$ cat config.mk
export PLATFORM = sky130hd
export DESIGN_NAME = spi_subsystem
export DESIGN_NICKNAME = d
export VERILOG_FILES = /design/src/verilog/spi_cmd_pkg.sv /design/src/verilog/spi_ctrl_pkg.sv /design/src/verilog/spi_host_bridge.sv /design/src/verilog/spi_master.sv /design/src/verilog/spi_subsystem.sv
export VERILOG_INCLUDE_DIRS = /design/src /design/src/verilog
export SDC_FILE = /design/constraint.sdc
export NUM_CORES = 1
export LEC_CHECK = 0
export ABC_CLOCK_PERIOD_IN_PS = 2400
export CAP_MARGIN = 20
export CORE_ASPECT_RATIO = 1.1
export CORE_MARGIN = 3
export CORE_UTILIZATION = 45
export CTS_CLUSTER_DIAMETER = 150
export DETAILED_ROUTE_END_ITERATION = 12
export DONT_BUFFER_PORTS = 1
export SKIP_LAST_GASP = 1
export SYNTH_ARGS = -nofsm -noshare
export SYNTH_HDL_FRONTEND = slang
export SYNTH_SLANG_ARGS = --single-unit
$ cat constraint.sdc
create_clock -name clk -period 2.4 [get_ports clk]
set_input_delay 0.48 -clock clk [delete_from_list [all_inputs] [get_ports clk]]
set_output_delay 0.48 -clock clk [all_outputs]
set_load 0.005 [all_outputs]
$ cat src/verilog/spi_params.svh
`ifndef SPI_PARAMS_SVH
`define SPI_PARAMS_SVH

// ************************************************************************
// command word layout
// ************************************************************************

// write flag, address and data byte, in that order from the MSB
`define SPI_CMD_WIDTH   12
`define SPI_ADDR_WIDTH  3
`define SPI_DATA_WIDTH  8

// flag plus address, shifted out ahead of read data
`define SPI_HDR_BITS    4

// clk cycles per sclk period, must be even
`define SPI_SCLK_DIV    4

`endif

$ cat src/verilog/spi_cmd_pkg.sv
`default_nettype none

`include "spi_params.svh"

package spi_cmd_pkg;

  // ************************************************************************
  // command word and its fields
  // ************************************************************************

  // {write flag, address, data}, sent MSB first
  typedef logic [`SPI_CMD_WIDTH-1:0] cmd_t;

  // register address inside the peripheral
  typedef logic [`SPI_ADDR_WIDTH-1:0] addr_t;

  // write data or read data byte
  typedef logic [`SPI_DATA_WIDTH-1:0] data_t;

  // counts sclk periods of one frame, must reach the full command width
  typedef logic [$clog2(`SPI_CMD_WIDTH + 1)-1:0] bit_cnt_t;

endpackage

`default_nettype wire

$ cat src/verilog/spi_ctrl_pkg.sv
`default_nettype none

package spi_ctrl_pkg;

  // spi master sequencing
  typedef enum logic [2:0] {
    M_IDLE      = 3'd0,
    M_LOAD      = 3'd1,
    M_SHIFT_HDR = 3'd2,
    M_SHIFT_WR  = 3'd3,
    M_SHIFT_RD  = 3'd4,
    M_FINISH    = 3'd5
  } master_state_t;

  // host bridge, one host transaction per pass
  typedef enum logic [1:0] {
    B_IDLE  = 2'd0,
    B_ISSUE = 2'd1,
    B_WAIT  = 2'd2,
    B_ACK   = 2'd3
  } bridge_state_t;

endpackage

`default_nettype wire

$ cat src/verilog/spi_host_bridge.sv
`default_nettype none

`include "spi_params.svh"

module spi_host_bridge (
  input  wire logic                clk,
  input  wire logic                rst_n,
  input  wire logic                host_req,
  input  wire logic                host_write,
  input  wire spi_cmd_pkg::addr_t  host_addr,
  input  wire spi_cmd_pkg::data_t  host_wdata,
  output logic                     host_ack,
  output spi_cmd_pkg::data_t       host_rdata,
  output spi_cmd_pkg::cmd_t        cmd_in,
  output logic                     cmd_vld,
  input  wire logic                cmd_rdy,
  input  wire logic                read_vld,
  input  wire spi_cmd_pkg::data_t  read_data
);

  spi_ctrl_pkg::bridge_state_t state;
  spi_ctrl_pkg::bridge_state_t state_nxt;

  spi_cmd_pkg::cmd_t   cmd_q;
  spi_cmd_pkg::data_t  wdata_field;
  logic                cmd_is_write;

  // reads carry a zero data field
  assign wdata_field  = host_write ? host_wdata : '0;
  assign cmd_is_write = cmd_q[`SPI_CMD_WIDTH-1];

  assign cmd_in   = cmd_q;
  assign cmd_vld  = (state == spi_ctrl_pkg::B_ISSUE);
  assign host_ack = (state == spi_ctrl_pkg::B_ACK);

  // ************************************************************************
  // transaction sequencing
  // ************************************************************************

  always_comb
  begin
    state_nxt = state;
    case (state)
      spi_ctrl_pkg::B_IDLE:
      begin
        if (host_req)
          state_nxt = spi_ctrl_pkg::B_ISSUE;
      end
      spi_ctrl_pkg::B_ISSUE:
      begin
        // hold the command until the master takes it
        if (cmd_rdy)
          state_nxt = spi_ctrl_pkg::B_WAIT;
      end
      spi_ctrl_pkg::B_WAIT:
      begin
        // a write is done once the master is idle again
        if (read_vld || (cmd_is_write && cmd_rdy))
          state_nxt = spi_ctrl_pkg::B_ACK;
      end
      spi_ctrl_pkg::B_ACK:
      begin
        if (!host_req)
          state_nxt = spi_ctrl_pkg::B_IDLE;
      end
      default:
      begin
        state_nxt = spi_ctrl_pkg::B_IDLE;
      end
    endcase
  end

  always_ff @(posedge clk or negedge rst_n)
  begin
    if (!rst_n)
      state <= spi_ctrl_pkg::B_IDLE;
    else
      state <= state_nxt;
  end

  // ************************************************************************
  // command and read data registers
  // ************************************************************************

  always_ff @(posedge clk)
  begin
    if ((state == spi_ctrl_pkg::B_IDLE) && host_req)
      cmd_q <= {host_write, host_addr, wdata_field};

    if ((state == spi_ctrl_pkg::B_WAIT) && read_vld)
      host_rdata <= read_data;
  end

endmodule

`default_nettype wire

$ cat src/verilog/spi_master.sv
`default_nettype none

`include "spi_params.svh"

module spi_master #(
  parameter int SCLK_DIV = 4
) (
  input  wire logic               clk,
  input  wire logic               rst_n,
  input  wire spi_cmd_pkg::cmd_t  cmd_in,
  input  wire logic               cmd_vld,
  output logic                    cmd_rdy,
  output logic                    sclk,
  output logic                    cs,
  output logic                    mosi,
  input  wire logic               miso,
  output logic                    read_vld,
  output spi_cmd_pkg::data_t      read_data
);

  localparam int DIV_W    = $clog2(SCLK_DIV);
  localparam int HALF_DIV = SCLK_DIV / 2;

  // sclk rises at the end of the low half, falls at the end of the period
  localparam logic [DIV_W-1:0] RISE_CNT = DIV_W'(HALF_DIV - 1);
  localparam logic [DIV_W-1:0] FALL_CNT = DIV_W'(SCLK_DIV - 1);

  localparam spi_cmd_pkg::bit_cnt_t HDR_LAST =
    spi_cmd_pkg::bit_cnt_t'(`SPI_HDR_BITS - 1);
  localparam spi_cmd_pkg::bit_cnt_t CMD_LAST =
    spi_cmd_pkg::bit_cnt_t'(`SPI_CMD_WIDTH - 1);

  spi_ctrl_pkg::master_state_t state;
  spi_ctrl_pkg::master_state_t state_nxt;

  logic [DIV_W-1:0]       div_cnt;
  spi_cmd_pkg::bit_cnt_t  bit_cnt;
  spi_cmd_pkg::cmd_t      buff;
  spi_cmd_pkg::data_t     rd_shift;
  logic                   is_write;
  logic                   shifting;
  logic                   rise_evt;
  logic                   fall_evt;
  logic                   last_fall;

  // ************************************************************************
  // sclk edge decode
  // ************************************************************************

  assign shifting = (state == spi_ctrl_pkg::M_SHIFT_HDR) ||
                    (state == spi_ctrl_pkg::M_SHIFT_WR)  ||
                    (state == spi_ctrl_pkg::M_SHIFT_RD);

  assign rise_evt  = shifting && (div_cnt == RISE_CNT);
  assign fall_evt  = shifting && (div_cnt == FALL_CNT);
  assign last_fall = fall_evt && (bit_cnt == CMD_LAST);

  assign cmd_rdy   = (state == spi_ctrl_pkg::M_IDLE);
  assign read_data = rd_shift;

  // ************************************************************************
  // state machine
  // ************************************************************************

  always_comb
  begin
    state_nxt = state;
    case (state)
      spi_ctrl_pkg::M_IDLE:
      begin
        if (cmd_vld)
          state_nxt = spi_ctrl_pkg::M_LOAD;
      end
      spi_ctrl_pkg::M_LOAD:
      begin
        state_nxt = spi_ctrl_pkg::M_SHIFT_HDR;
      end
      spi_ctrl_pkg::M_SHIFT_HDR:
      begin
        // flag and address are out, branch on direction
        if (fall_evt && (bit_cnt == HDR_LAST))
        begin
          if (is_write)
            state_nxt = spi_ctrl_pkg::M_SHIFT_WR;
          else
            state_nxt = spi_ctrl_pkg::M_SHIFT_RD;
        end
      end
      spi_ctrl_pkg::M_SHIFT_WR,
      spi_ctrl_pkg::M_SHIFT_RD:
      begin
        if (last_fall)
          state_nxt = spi_ctrl_pkg::M_FINISH;
      end
      spi_ctrl_pkg::M_FINISH:
      begin
        state_nxt = spi_ctrl_pkg::M_IDLE;
      end
      default:
      begin
        state_nxt = spi_ctrl_pkg::M_IDLE;
      end
    endcase
  end

  always_ff @(posedge clk or negedge rst_n)
  begin
    if (!rst_n)
    begin
      state    <= spi_ctrl_pkg::M_IDLE;
      div_cnt  <= '0;
      bit_cnt  <= '0;
      is_write <= 1'b0;
      sclk     <= 1'b0;
      cs       <= 1'b1;
      read_vld <= 1'b0;
    end
    else
    begin
      state    <= state_nxt;
      read_vld <= (state == spi_ctrl_pkg::M_FINISH) && !is_write;

      // frame opens right after the handshake
      if (cmd_vld && cmd_rdy)
        cs <= 1'b0;
      else if (last_fall)
        cs <= 1'b1;

      if (state == spi_ctrl_pkg::M_LOAD)
      begin
        is_write <= buff[`SPI_CMD_WIDTH-1];
        div_cnt  <= '0;
        bit_cnt  <= '0;
      end
      else if (shifting)
      begin
        if (div_cnt == FALL_CNT)
          div_cnt <= '0;
        else
          div_cnt <= div_cnt + 1'b1;

        if (rise_evt)
          sclk <= 1'b1;
        if (fall_evt)
        begin
          sclk    <= 1'b0;
          bit_cnt <= bit_cnt + 1'b1;
        end
      end
    end
  end

  // ************************************************************************
  // shift buffers
  // ************************************************************************

  // mosi moves on the falling edge, miso is taken on the rising edge
  always_ff @(posedge clk)
  begin
    if (cmd_vld && cmd_rdy)
      buff <= cmd_in;
    else if (fall_evt)
      buff <= {buff[`SPI_CMD_WIDTH-2:0], 1'b0};

    if (rise_evt && (state == spi_ctrl_pkg::M_SHIFT_RD))
      rd_shift <= {rd_shift[`SPI_DATA_WIDTH-2:0], miso};
  end

  // mosi held low outside the driven part of a frame
  always_comb
  begin
    case (state)
      spi_ctrl_pkg::M_LOAD,
      spi_ctrl_pkg::M_SHIFT_HDR,
      spi_ctrl_pkg::M_SHIFT_WR:
        mosi = buff[`SPI_CMD_WIDTH-1];
      default:
        mosi = 1'b0;
    endcase
  end

endmodule

`default_nettype wire

$ cat src/verilog/spi_subsystem.sv
`default_nettype none

`include "spi_params.svh"

module spi_subsystem (
  input  wire logic                clk,
  input  wire logic                rst_n,
  input  wire logic                host_req,
  input  wire logic                host_write,
  input  wire spi_cmd_pkg::addr_t  host_addr,
  input  wire spi_cmd_pkg::data_t  host_wdata,
  output wire logic                host_ack,
  output wire spi_cmd_pkg::data_t  host_rdata,
  output wire logic                sclk,
  output wire logic                cs,
  output wire logic                mosi,
  input  wire logic                miso
);

  // bridge to master command and read-back path
  wire spi_cmd_pkg::cmd_t   cmd_in;
  wire logic                cmd_vld;
  wire logic                cmd_rdy;
  wire logic                read_vld;
  wire spi_cmd_pkg::data_t  read_data;

  spi_host_bridge i_spi_host_bridge (
    .clk        (clk),
    .rst_n      (rst_n),
    .host_req   (host_req),
    .host_write (host_write),
    .host_addr  (host_addr),
    .host_wdata (host_wdata),
    .host_ack   (host_ack),
    .host_rdata (host_rdata),
    .cmd_in     (cmd_in),
    .cmd_vld    (cmd_vld),
    .cmd_rdy    (cmd_rdy),
    .read_vld   (read_vld),
    .read_data  (read_data)
  );

  spi_master #(
    .SCLK_DIV (`SPI_SCLK_DIV)
  ) i_spi_master (
    .clk       (clk),
    .rst_n     (rst_n),
    .cmd_in    (cmd_in),
    .cmd_vld   (cmd_vld),
    .cmd_rdy   (cmd_rdy),
    .sclk      (sclk),
    .cs        (cs),
    .mosi      (mosi),
    .miso      (miso),
    .read_vld  (read_vld),
    .read_data (read_data)
  );

endmodule

`default_nettype wire

==> results.ini, run 1 <==
[outcome]
status=finished, final reports clean

[die]
start_util_pct=46.82
fp-row-count=28
ios=28
core_area_sq_mm=0.005430
die_h_um=84.84
die-area_sq_mm=0.006589
dieWidth_um=77.67

[synthesis]
synth_fa_ha_area_share_pct=3.445
synthDistinctLibCells=47
synth-seq-cells=55
synthCells=192
synth-compound-area-share_pct=11.61
netlist.area_leader.share_pct=47.24
synthSimpleGateAreaFrac_pct=11.32
synth_area_per_cell_sq_um=13.24
synth_top_family_by_area=compound AO/OA/AOI/OAI gates
yosys-top-cells-area=edfxtp_1, dfrtp_1, mux2_1, ha_1, a21oi_1
synth-async-reset-ratio_pct=27.27
syn-num-nets=215
ys_warn_count=0
yosysSeqAreaShare_pct=62.06
syn_area_sq_mm=0.002542
synth-edff-count=40
synth_xor_xnor_area_share_pct=0
yosysTopAreaCell=edfxtp_1
synth_flop_cell=edfxtp_1
synthMuxAreaShare_pct=7.431

[worst_setup_path]
worst-path-max-fanout=21
slowest_delay_ps=830
slowest_stage=dfrtp_1
start_kind=flip-flop
cp_num_buf_inv=0
reg2reg_depth=4
reg2reg_slack_ps=380
required_ps=1920
crit_family=flip-flops
crit_path_cell_trace=nor2_2, nor3b_1
critPathKind=reg -> out
endpoint_kind=primary output
crit_cells=2
worst_ep_arrival_time_ps=1680

[power]
p_sw_uw=999.4
pwr-share-seq_pct=52.3
p_int_uw=1887
p_leak_uw=0.0009511
pwr-share-clk_pct=18.8
comb_power_share_pct=28.8
powerDensity_mw_per_mm2=1071
peakVddDrop_mv=0.6697
p_sw_share_pct=34.62

[route]
wl_mm=4.428
drt-vias-per-instance=5.623
route.detailed.wl_per_inst_um=16.52
drtPass1Iterations=5
drc=0
drtIter0Drc=129
vias=1507
postRouteAntennaNets=0

[cells_and_area]
diodes=0
syn_to_final_growth_pct=6.053
n_fill_cell=459
final_area_sq_mm=0.002696
nets=215
drive_gt1_share_pct=12.44

[cts]
cts.path.max_buffers=2
cts.clk_slew.worst_paths_ps=100
cts.sinks=55
clock_latency_ps=310
cts_tree=built
cts_made_buffers=5
htree_levels=2
cts-root-buf=clkbuf_8

[grt]
grt_pass1_vias=1535
grt_pass1_wl_mm=7.569
grtUsageTotal_pct=14.65
overflow=0
grt_max_degree=22
antenna_found_initial=0

[placement]
port_buffers=0
dpl_cell_area_sq_mm=0.002584
place_hpwl_mm=3.056
gp_congestion=0.8251

[timing]
relSlewSlack_pct=48.06
fmax_mhz=462.5
finalHoldViolCount=0
period_needed_ps=2162
finClkSkew_ps=9.514
slew_viol_final=0
rsz0062_at_grt=no
tightest_slew_ps=776.5
tns_ps=0
period_share_pct=90.09
setup_viol=0

[job]
drv_cap=0

[hold_path]
hold_path.class=in -> reg
min_path_cells=0

path summary, 6_finish.rpt:
check,from,endpoint
min in group asynchronous,rst_n,i_spi_host_bridge.state[0]
min,host_addr[2],i_spi_host_bridge.cmd_in[10]
min reg2reg,i_spi_master.read_data[7],i_spi_host_bridge.host_rdata[7]
max,i_spi_master.state[0],mosi
max in group asynchronous,rst_n,i_spi_master.sclk
max reg2reg,i_spi_master.div_cnt[0],i_spi_master.buff[11]
cell usage after synthesis, types with 2 or more instances:
master    count
o21a_1        2
a31oi_1       3
mux2i_1       2
a32oi_1       3
ha_1          7
nand2b_1      2
o22ai_1       3
a211oi_1      4
nand3_1       3
inv_1         7
edfxtp_1     40
dfrtp_1      14
mux2_2        6
buf_6         3
nand2_1      12
nor3_1        3
o21ai_0       3
a21oi_1      14
clkbuf_1      2
nor2_1       10
and2_1       11
buf_2         3
and3_1        2
buf_4         2
mux2_1        9
stage by stage:
step / total power, uW / hold slack, ps / std cells / worst slack [ps] / utilization (%)
final: 2887 / 261.8 / 268 / 237.9 / 49.65
after global routing: 3099 / 236.8 / 268 / 59.94 / 49.65
after CTS: 2910 / 250.4 / 268 / 213.8 / 49.65
after detailed placement: 2360 / 184.9 / 259 / 390.9 / 47.58
after global placement: 2285 / 184.9 / 259 / 536.6 / 47.58
after floorplan: 2164 / 184.4 / 192 / 622.6 / -
final cells by class:
cell class	count	area (sq um)	share of cell area (%)
Clock buffer	5	68.82	2.552
Tap cell	75	93.84	3.480
Timing Repair Buffer	4	32.53	1.206
Multi-Input combinational cell	118	859.6	31.88
Inverter	8	30.03	1.114
Sequential cell	55	1578	58.51
Clock inverter	3	33.78	1.253
placed cells by master (no fill, tap or decap), types with 2 or more instances in the layout:
cell type and n:
buf_4 3, nand2b_1 2, mux2i_1 2, nor2_1 10, a21oi_1 14, mux2_1 9
o22ai_1 3, and2_1 11, o21a_1 2, inv_1 7, a32oi_1 3, edfxtp_1 40
o21ai_0 3, nor3_1 3, nand2_1 12, clkbuf_8 5, nand3_1 3, dfrtp_1 14
and3_1 2, a31oi_1 3, ha_1 7, a211oi_1 4, mux2_2 6
power by group through the flow:
stage	Clock [uW]	Sequential, uW	Combinational [uW]
2_1_floorplan	0	1410	755
3_3_place_gp	0	1510	772
3_5_place_dp	0	1530	832
4_1_cts	558	1510	843
5_1_grt	599	1550	951
6_report	543	1510	833
repair_timing:
item,in CTS,in global routing
buffers inserted,0,0
hold buffers,1,0
endpoints found under the setup margin,0,0
hold endpoints to repair,15,0
gates resized for setup,0,0
metal layers:
layer / GRT usage (%) / part of all wire [%] / up-vias
li1: - / - / 708
met1: 19.15 / 43 / 741
met2: 23.52 / 49 / 54
met3: 4.246 / 7.1 / 4
met4: 4.854 / 0.81 / 0
met5: 0 / 0 / -
registers in the layout (all words and copies together), names as in the netlist, 2 cells and up:
signal / flops
i_spi_host_bridge.state: 2
i_spi_master.buff: 12
i_spi_master.read_data: 8
i_spi_master.bit_cnt: 4
i_spi_host_bridge.cmd_in: 12
i_spi_host_bridge.host_rdata: 8
i_spi_master.state: 3
i_spi_master.div_cnt: 2
cells by family (layout without fill, tap and decap cells):
| kind of cell | count (synthesis) | count (layout) |
|---|---|---|
| simple gates | 52 | 52 |
| buf+inv | 19 | 20 |
| flops | 55 | 55 |
| compound gates | 42 | 42 |
| mux | 17 | 17 |
| fa+ha+maj | 7 | 7 |
(Power assumes the default switching activity.)
==> run 2: changes to the inputs <==
- PLACE_DENSITY: unset -> 0.59
==> results.ini, run 2 (synthesis gave the netlist of run 1 again) <==
[outcome]
status=finished, final reports clean

[route]
route.detailed.wl_per_inst_um=15.49  ; -6.2%
vias=1475  ; -2.1%
postRouteAntennaNets=0  ; unchanged
drtPass1Iterations=4  ; -1
drt-vias-per-instance=5.483  ; -2.5%
drc=0  ; unchanged
wl_mm=4.168  ; -5.9%
drtIter0Drc=84  ; -35%

[grt]
grt_pass1_vias=1445  ; -5.9%
grtUsageTotal_pct=13.78  ; -0.87 points
overflow=0  ; unchanged
grt_pass1_wl_mm=7.120  ; -5.9%
grt_max_degree=20  ; -9.1%
antenna_found_initial=0  ; unchanged

[cts]
cts_made_buffers=5  ; unchanged
cts.clk_slew.worst_paths_ps=100  ; about the same
cts.sinks=55  ; unchanged
cts.path.max_buffers=2  ; unchanged
cts-root-buf=clkbuf_8
clock_latency_ps=310  ; about the same
post_cts_buffers=0  ; unchanged
htree_levels=2  ; unchanged
cts_tree=built

[timing]
period_needed_ps=2135  ; -27.49 ps
fmax_mhz=468.5  ; +1.3%
tightest_slew_ps=719.9  ; -56.58 ps
slew_viol_final=0  ; unchanged
relSlewSlack_pct=51.85  ; +3.8 points
tns_ps=0  ; unchanged
rsz0062_at_grt=no
finalHoldViolCount=0  ; unchanged
setup_viol=0  ; unchanged
period_share_pct=88.94  ; -1.1 points
finClkSkew_ps=6.978  ; -2.536 ps

[worst_setup_path]
worst_ep_arrival_time_ps=1650  ; -30 ps
critPathKind=reg -> out
endpoint_kind=primary output
required_ps=1920  ; about the same
worst-path-max-fanout=17  ; -19%
start_kind=flip-flop

[cells_and_area]
diodes=0  ; unchanged
syn_to_final_growth_pct=6.988
layout_commonest_cell=edfxtp_1
nets=216  ; +0.47%
drive_gt1_share_pct=12.89  ; +0.45 points
final_cell_mix=edfxtp_1, a21oi_1, dfrtp_1
final_area_sq_mm=0.002720  ; +0.88%

[power]
peakVddDrop_mv=0.6305  ; -5.9%
p_leak_uw=0.0009655  ; +1.5%
powerDensity_mw_per_mm2=1090  ; +1.8%

[placement]
dpl_cell_area_sq_mm=0.002591  ; +0.29%
place_hpwl_mm=2.868  ; -6.2%
port_buffers=0  ; unchanged
gp_congestion=0.7869  ; -4.6%

[die]
fp-row-count=28  ; unchanged
die_h_um=84.84  ; unchanged
core_area_sq_mm=0.005430  ; unchanged
ios=28  ; unchanged
die-area_sq_mm=0.006589  ; unchanged
start_util_pct=46.82  ; unchanged
dieWidth_um=77.67  ; unchanged

[job]
drv_cap=0  ; unchanged

[hold_path]
hold_path.class=in -> reg

run 2: cell types whose count changed in the layout (fill, tap and decap cells not counted):
cell / previous run / this run
inv_8: 0 / 1
bufinv_16: 0 / 1
buf_4: 3 / 4
clkinv_4: 1 / 0
clkinv_8: 1 / 0
run 2: layout make-up:
cell class / instances / area (sq um)
clock buffer: 5 / 68.82
clock inverter: 3 / 50.05
fill: 475 / 2710
inverter: 8 / 30.03
multi-input combinational: 118 / 859.6
sequential: 55 / 1578
tap: 75 / 93.84
timing repair buffer: 5 / 40.04
run 2: timing repair:
action,in CTS,in global routing
hold buffers,1,0
resized for setup,0,0
endpoints found under the hold margin,15,0
run 2: critical path, stage by stage, from the launching register on:
cell	delay, ps
dfrtp_1	770
nor2_2	200
nor3b_1	370
run 2: path summary, 6_finish.rpt:
path                                                start                              end  slack [ps]  cells after the start
worst max-delay path                i_spi_master.state[1]                             mosi         270                      2
worst min-delay path                                 miso        i_spi_master.read_data[0]         260                      0
worst max register to register    i_spi_master.div_cnt[0]             i_spi_master.buff[6]         440                      4
worst min register to register  i_spi_master.read_data[7]  i_spi_host_bridge.host_rdata[7]         430                      0
max in group asynchronous                           rst_n          i_spi_master.div_cnt[1]        1290                      1
min in group asynchronous                           rst_n            i_spi_master.state[0]         660                      1
run 2: metrics by stage:
stage | utilization, % | hold slack [ps] | power [uW] | cells | setup slack (ps)
floorplan | - | 184.4 | 2164 | 192 | 622.6
global placement | 47.72 | 184.9 | 2293 | 260 | 541.2
detailed placement | 47.72 | 185.0 | 2345 | 260 | 445.3
global route | 50.09 | 232.6 | 3186 | 269 | 119.6
CTS | 50.09 | 246.5 | 2996 | 269 | 235.6
finish | 50.09 | 260.3 | 2964 | 269 | 265.4
run 2: layer usage:
| metal | routed length, um | vias up | global-route usage [%] |
|---|---|---|---|
| met1 | 1894 | 708 | 18.39 |
| met2 | 1961 | 39 | 21.11 |
| met5 | 0 | - | 0 |
| met4 | 84 | 0 | 6.149 |
| met3 | 228 | 11 | 3.715 |
| li1 | - | 717 | - |
run 2: report_power, final:
group          internal, uW  total [uW]  switching (uW)
Combinational           383         840             457
Clock                   322         635             313
Sequential             1290        1490             202
==> run 3: changes to the inputs <==
- HOLD_SLACK_MARGIN: unset -> 0.1
- REMOVE_ABC_BUFFERS: unset -> 1
==> results.ini, run 3 (synthesis gave the netlist of run 1 again) <==
[timing]
period_share_pct=89.73  ; +0.78 points
slew_viol_final=0  ; unchanged
fmax_mhz=464.4  ; -0.87%
rsz0062_at_grt=no
setup_viol=0  ; unchanged
tightest_slew_ps=743.2  ; +23.34 ps
relSlewSlack_pct=50.29  ; -1.6 points
tns_ps=0  ; unchanged
finalHoldViolCount=0  ; unchanged
finClkSkew_ps=8.130  ; +1.152 ps
period_needed_ps=2153  ; +18.83 ps

[route]
wl_mm=4.271  ; +2.5%
drt-vias-per-instance=5.534  ; +0.92%
drtPass1Iterations=4  ; unchanged
route.detailed.wl_per_inst_um=15.94  ; +2.9%
drtIter0Drc=146  ; +74%
drc=0  ; unchanged
postRouteAntennaNets=0  ; unchanged
vias=1483  ; +0.54%

[cts]
cts.sinks=55  ; unchanged
cts_resized=0  ; unchanged
htree_levels=2  ; unchanged
clock_latency_ps=310  ; about the same
cts.clk_slew.worst_paths_ps=100  ; about the same
cts.path.max_buffers=2  ; unchanged
cts_tree=built
cts_made_buffers=5  ; unchanged
cts-root-buf=clkbuf_8
cts_hold_buffers=1  ; unchanged
post_cts_buffers=0  ; unchanged

[worst_setup_path]
reg2reg_depth=4  ; unchanged
required_ps=1920  ; about the same
slowest_delay_ps=760  ; about the same
reg2reg_slack_ps=430  ; about the same
cp_num_buf_inv=0  ; unchanged
endpoint_kind=primary output
r2r-start=i_spi_master.div_cnt[0]
slowest_stage=dfrtp_1
critPathKind=reg -> out
crit_path_cell_trace=nor2_2, nor3b_1
crit_start=i_spi_master.state[1]
worst-path-max-fanout=17  ; unchanged
start_kind=flip-flop
worst_ep_arrival_time_ps=1670  ; +20 ps
crit_family=flip-flops
r2r-end=i_spi_master.buff[4]

[placement]
port_buffers=0  ; unchanged
place_hpwl_mm=2.945  ; +2.7%
gp_congestion=0.8576  ; +9.0%
dpl_cell_area_sq_mm=0.002584  ; -0.29%

[grt]
antenna_found_initial=0  ; unchanged
grtUsageTotal_pct=14.04  ; +0.26 points
overflow=0  ; unchanged
grt_max_degree=24  ; +20%
grt_pass1_vias=1457  ; +0.83%
grt_pass1_wl_mm=7.231  ; +1.6%

[job]
drv_cap=0  ; unchanged

[cells_and_area]
final_cell_mix=edfxtp_1, a21oi_1, dfrtp_1
layout_commonest_cell=edfxtp_1
drive_gt1_share_pct=12.44  ; -0.45 points
nets=215  ; -0.46%
multi_input_area_sq_um=859.6  ; unchanged
syn_to_final_growth_pct=5.955
diodes=0  ; unchanged
final_area_sq_mm=0.002694  ; -0.97%
regArea_sq_mm=0.001578  ; unchanged
n_fill_cell=485  ; +2.1%

[die]
start_util_pct=46.82  ; unchanged
fp-row-count=28  ; unchanged
die_h_um=84.84  ; unchanged
core_area_sq_mm=0.005430  ; unchanged
dieWidth_um=77.67  ; unchanged
die-area_sq_mm=0.006589  ; unchanged
ios=28  ; unchanged

[power]
p_leak_uw=0.0009516  ; -1.4%
peakVddDrop_mv=0.4268  ; -32%
power.total_uw=2894  ; -2.4%
powerDensity_mw_per_mm2=1074  ; -1.4%

[hold_path]
min_path_cells=0  ; unchanged
hp-start=miso
hold_end=i_spi_master.read_data[0]
hold_path.class=in -> reg

[outcome]
status=finished, final reports clean

-- run 3: per-stage QoR --
step	std cells	utilization [%]	hold WS, ps	worst slack, ps
after CTS	268	49.61	249.0	202.5
after global placement	259	47.58	184.9	524.5
after floorplan	181	-	184.4	413.9
final	268	49.61	258.8	246.6
after detailed placement	259	47.58	185.2	430.5
after global routing	268	49.61	234.3	85.87
-- run 3: worst max-delay path by stage --
stage / to / slack [ps] / cells past startpoint
after floorplan: i_spi_master.buff[11] / 410 / 2
after global placement: i_spi_master.buff[7] / 520 / 4
after detailed placement: i_spi_master.buff[6] / 430 / 4
after CTS: mosi / 200 / 2
after global routing: mosi / 90 / 2
final: mosi / 250 / 2
-- run 3: area by class of cell --
class / count / share of cell area (%)
Clock buffer: 6 / 3.065
Clock inverter: 2 / 0.6503
Inverter: 8 / 1.115
Multi-Input combinational cell: 118 / 31.91
Sequential cell: 55 / 58.57
Tap cell: 75 / 3.484
Timing Repair Buffer: 4 / 1.208
-- run 3: routing by layer --
layer / vias up / part of all wire (%) / track usage, %
li1: 708 / - / -
met1: 733 / 44 / 18.14
met2: 36 / 50 / 22.98
met3: 6 / 4.7 / 3.715
met4: 0 / 1.3 / 4.693
met5: - / 0 / 0
-- run 3: worst reg2reg max path, stage by stage, from the launching register on --
cell and delay [ps]:
dfrtp_1 460, ha_1 440, nand2_1 130, a211oi_1 260, a31o_2 350
-- run 3: power by group --
group / internal (uW) / switching [uW] / total (uW)
registers: 1290 / 206 / 1490
clock network: 242 / 314 / 556
logic: 383 / 462 / 845
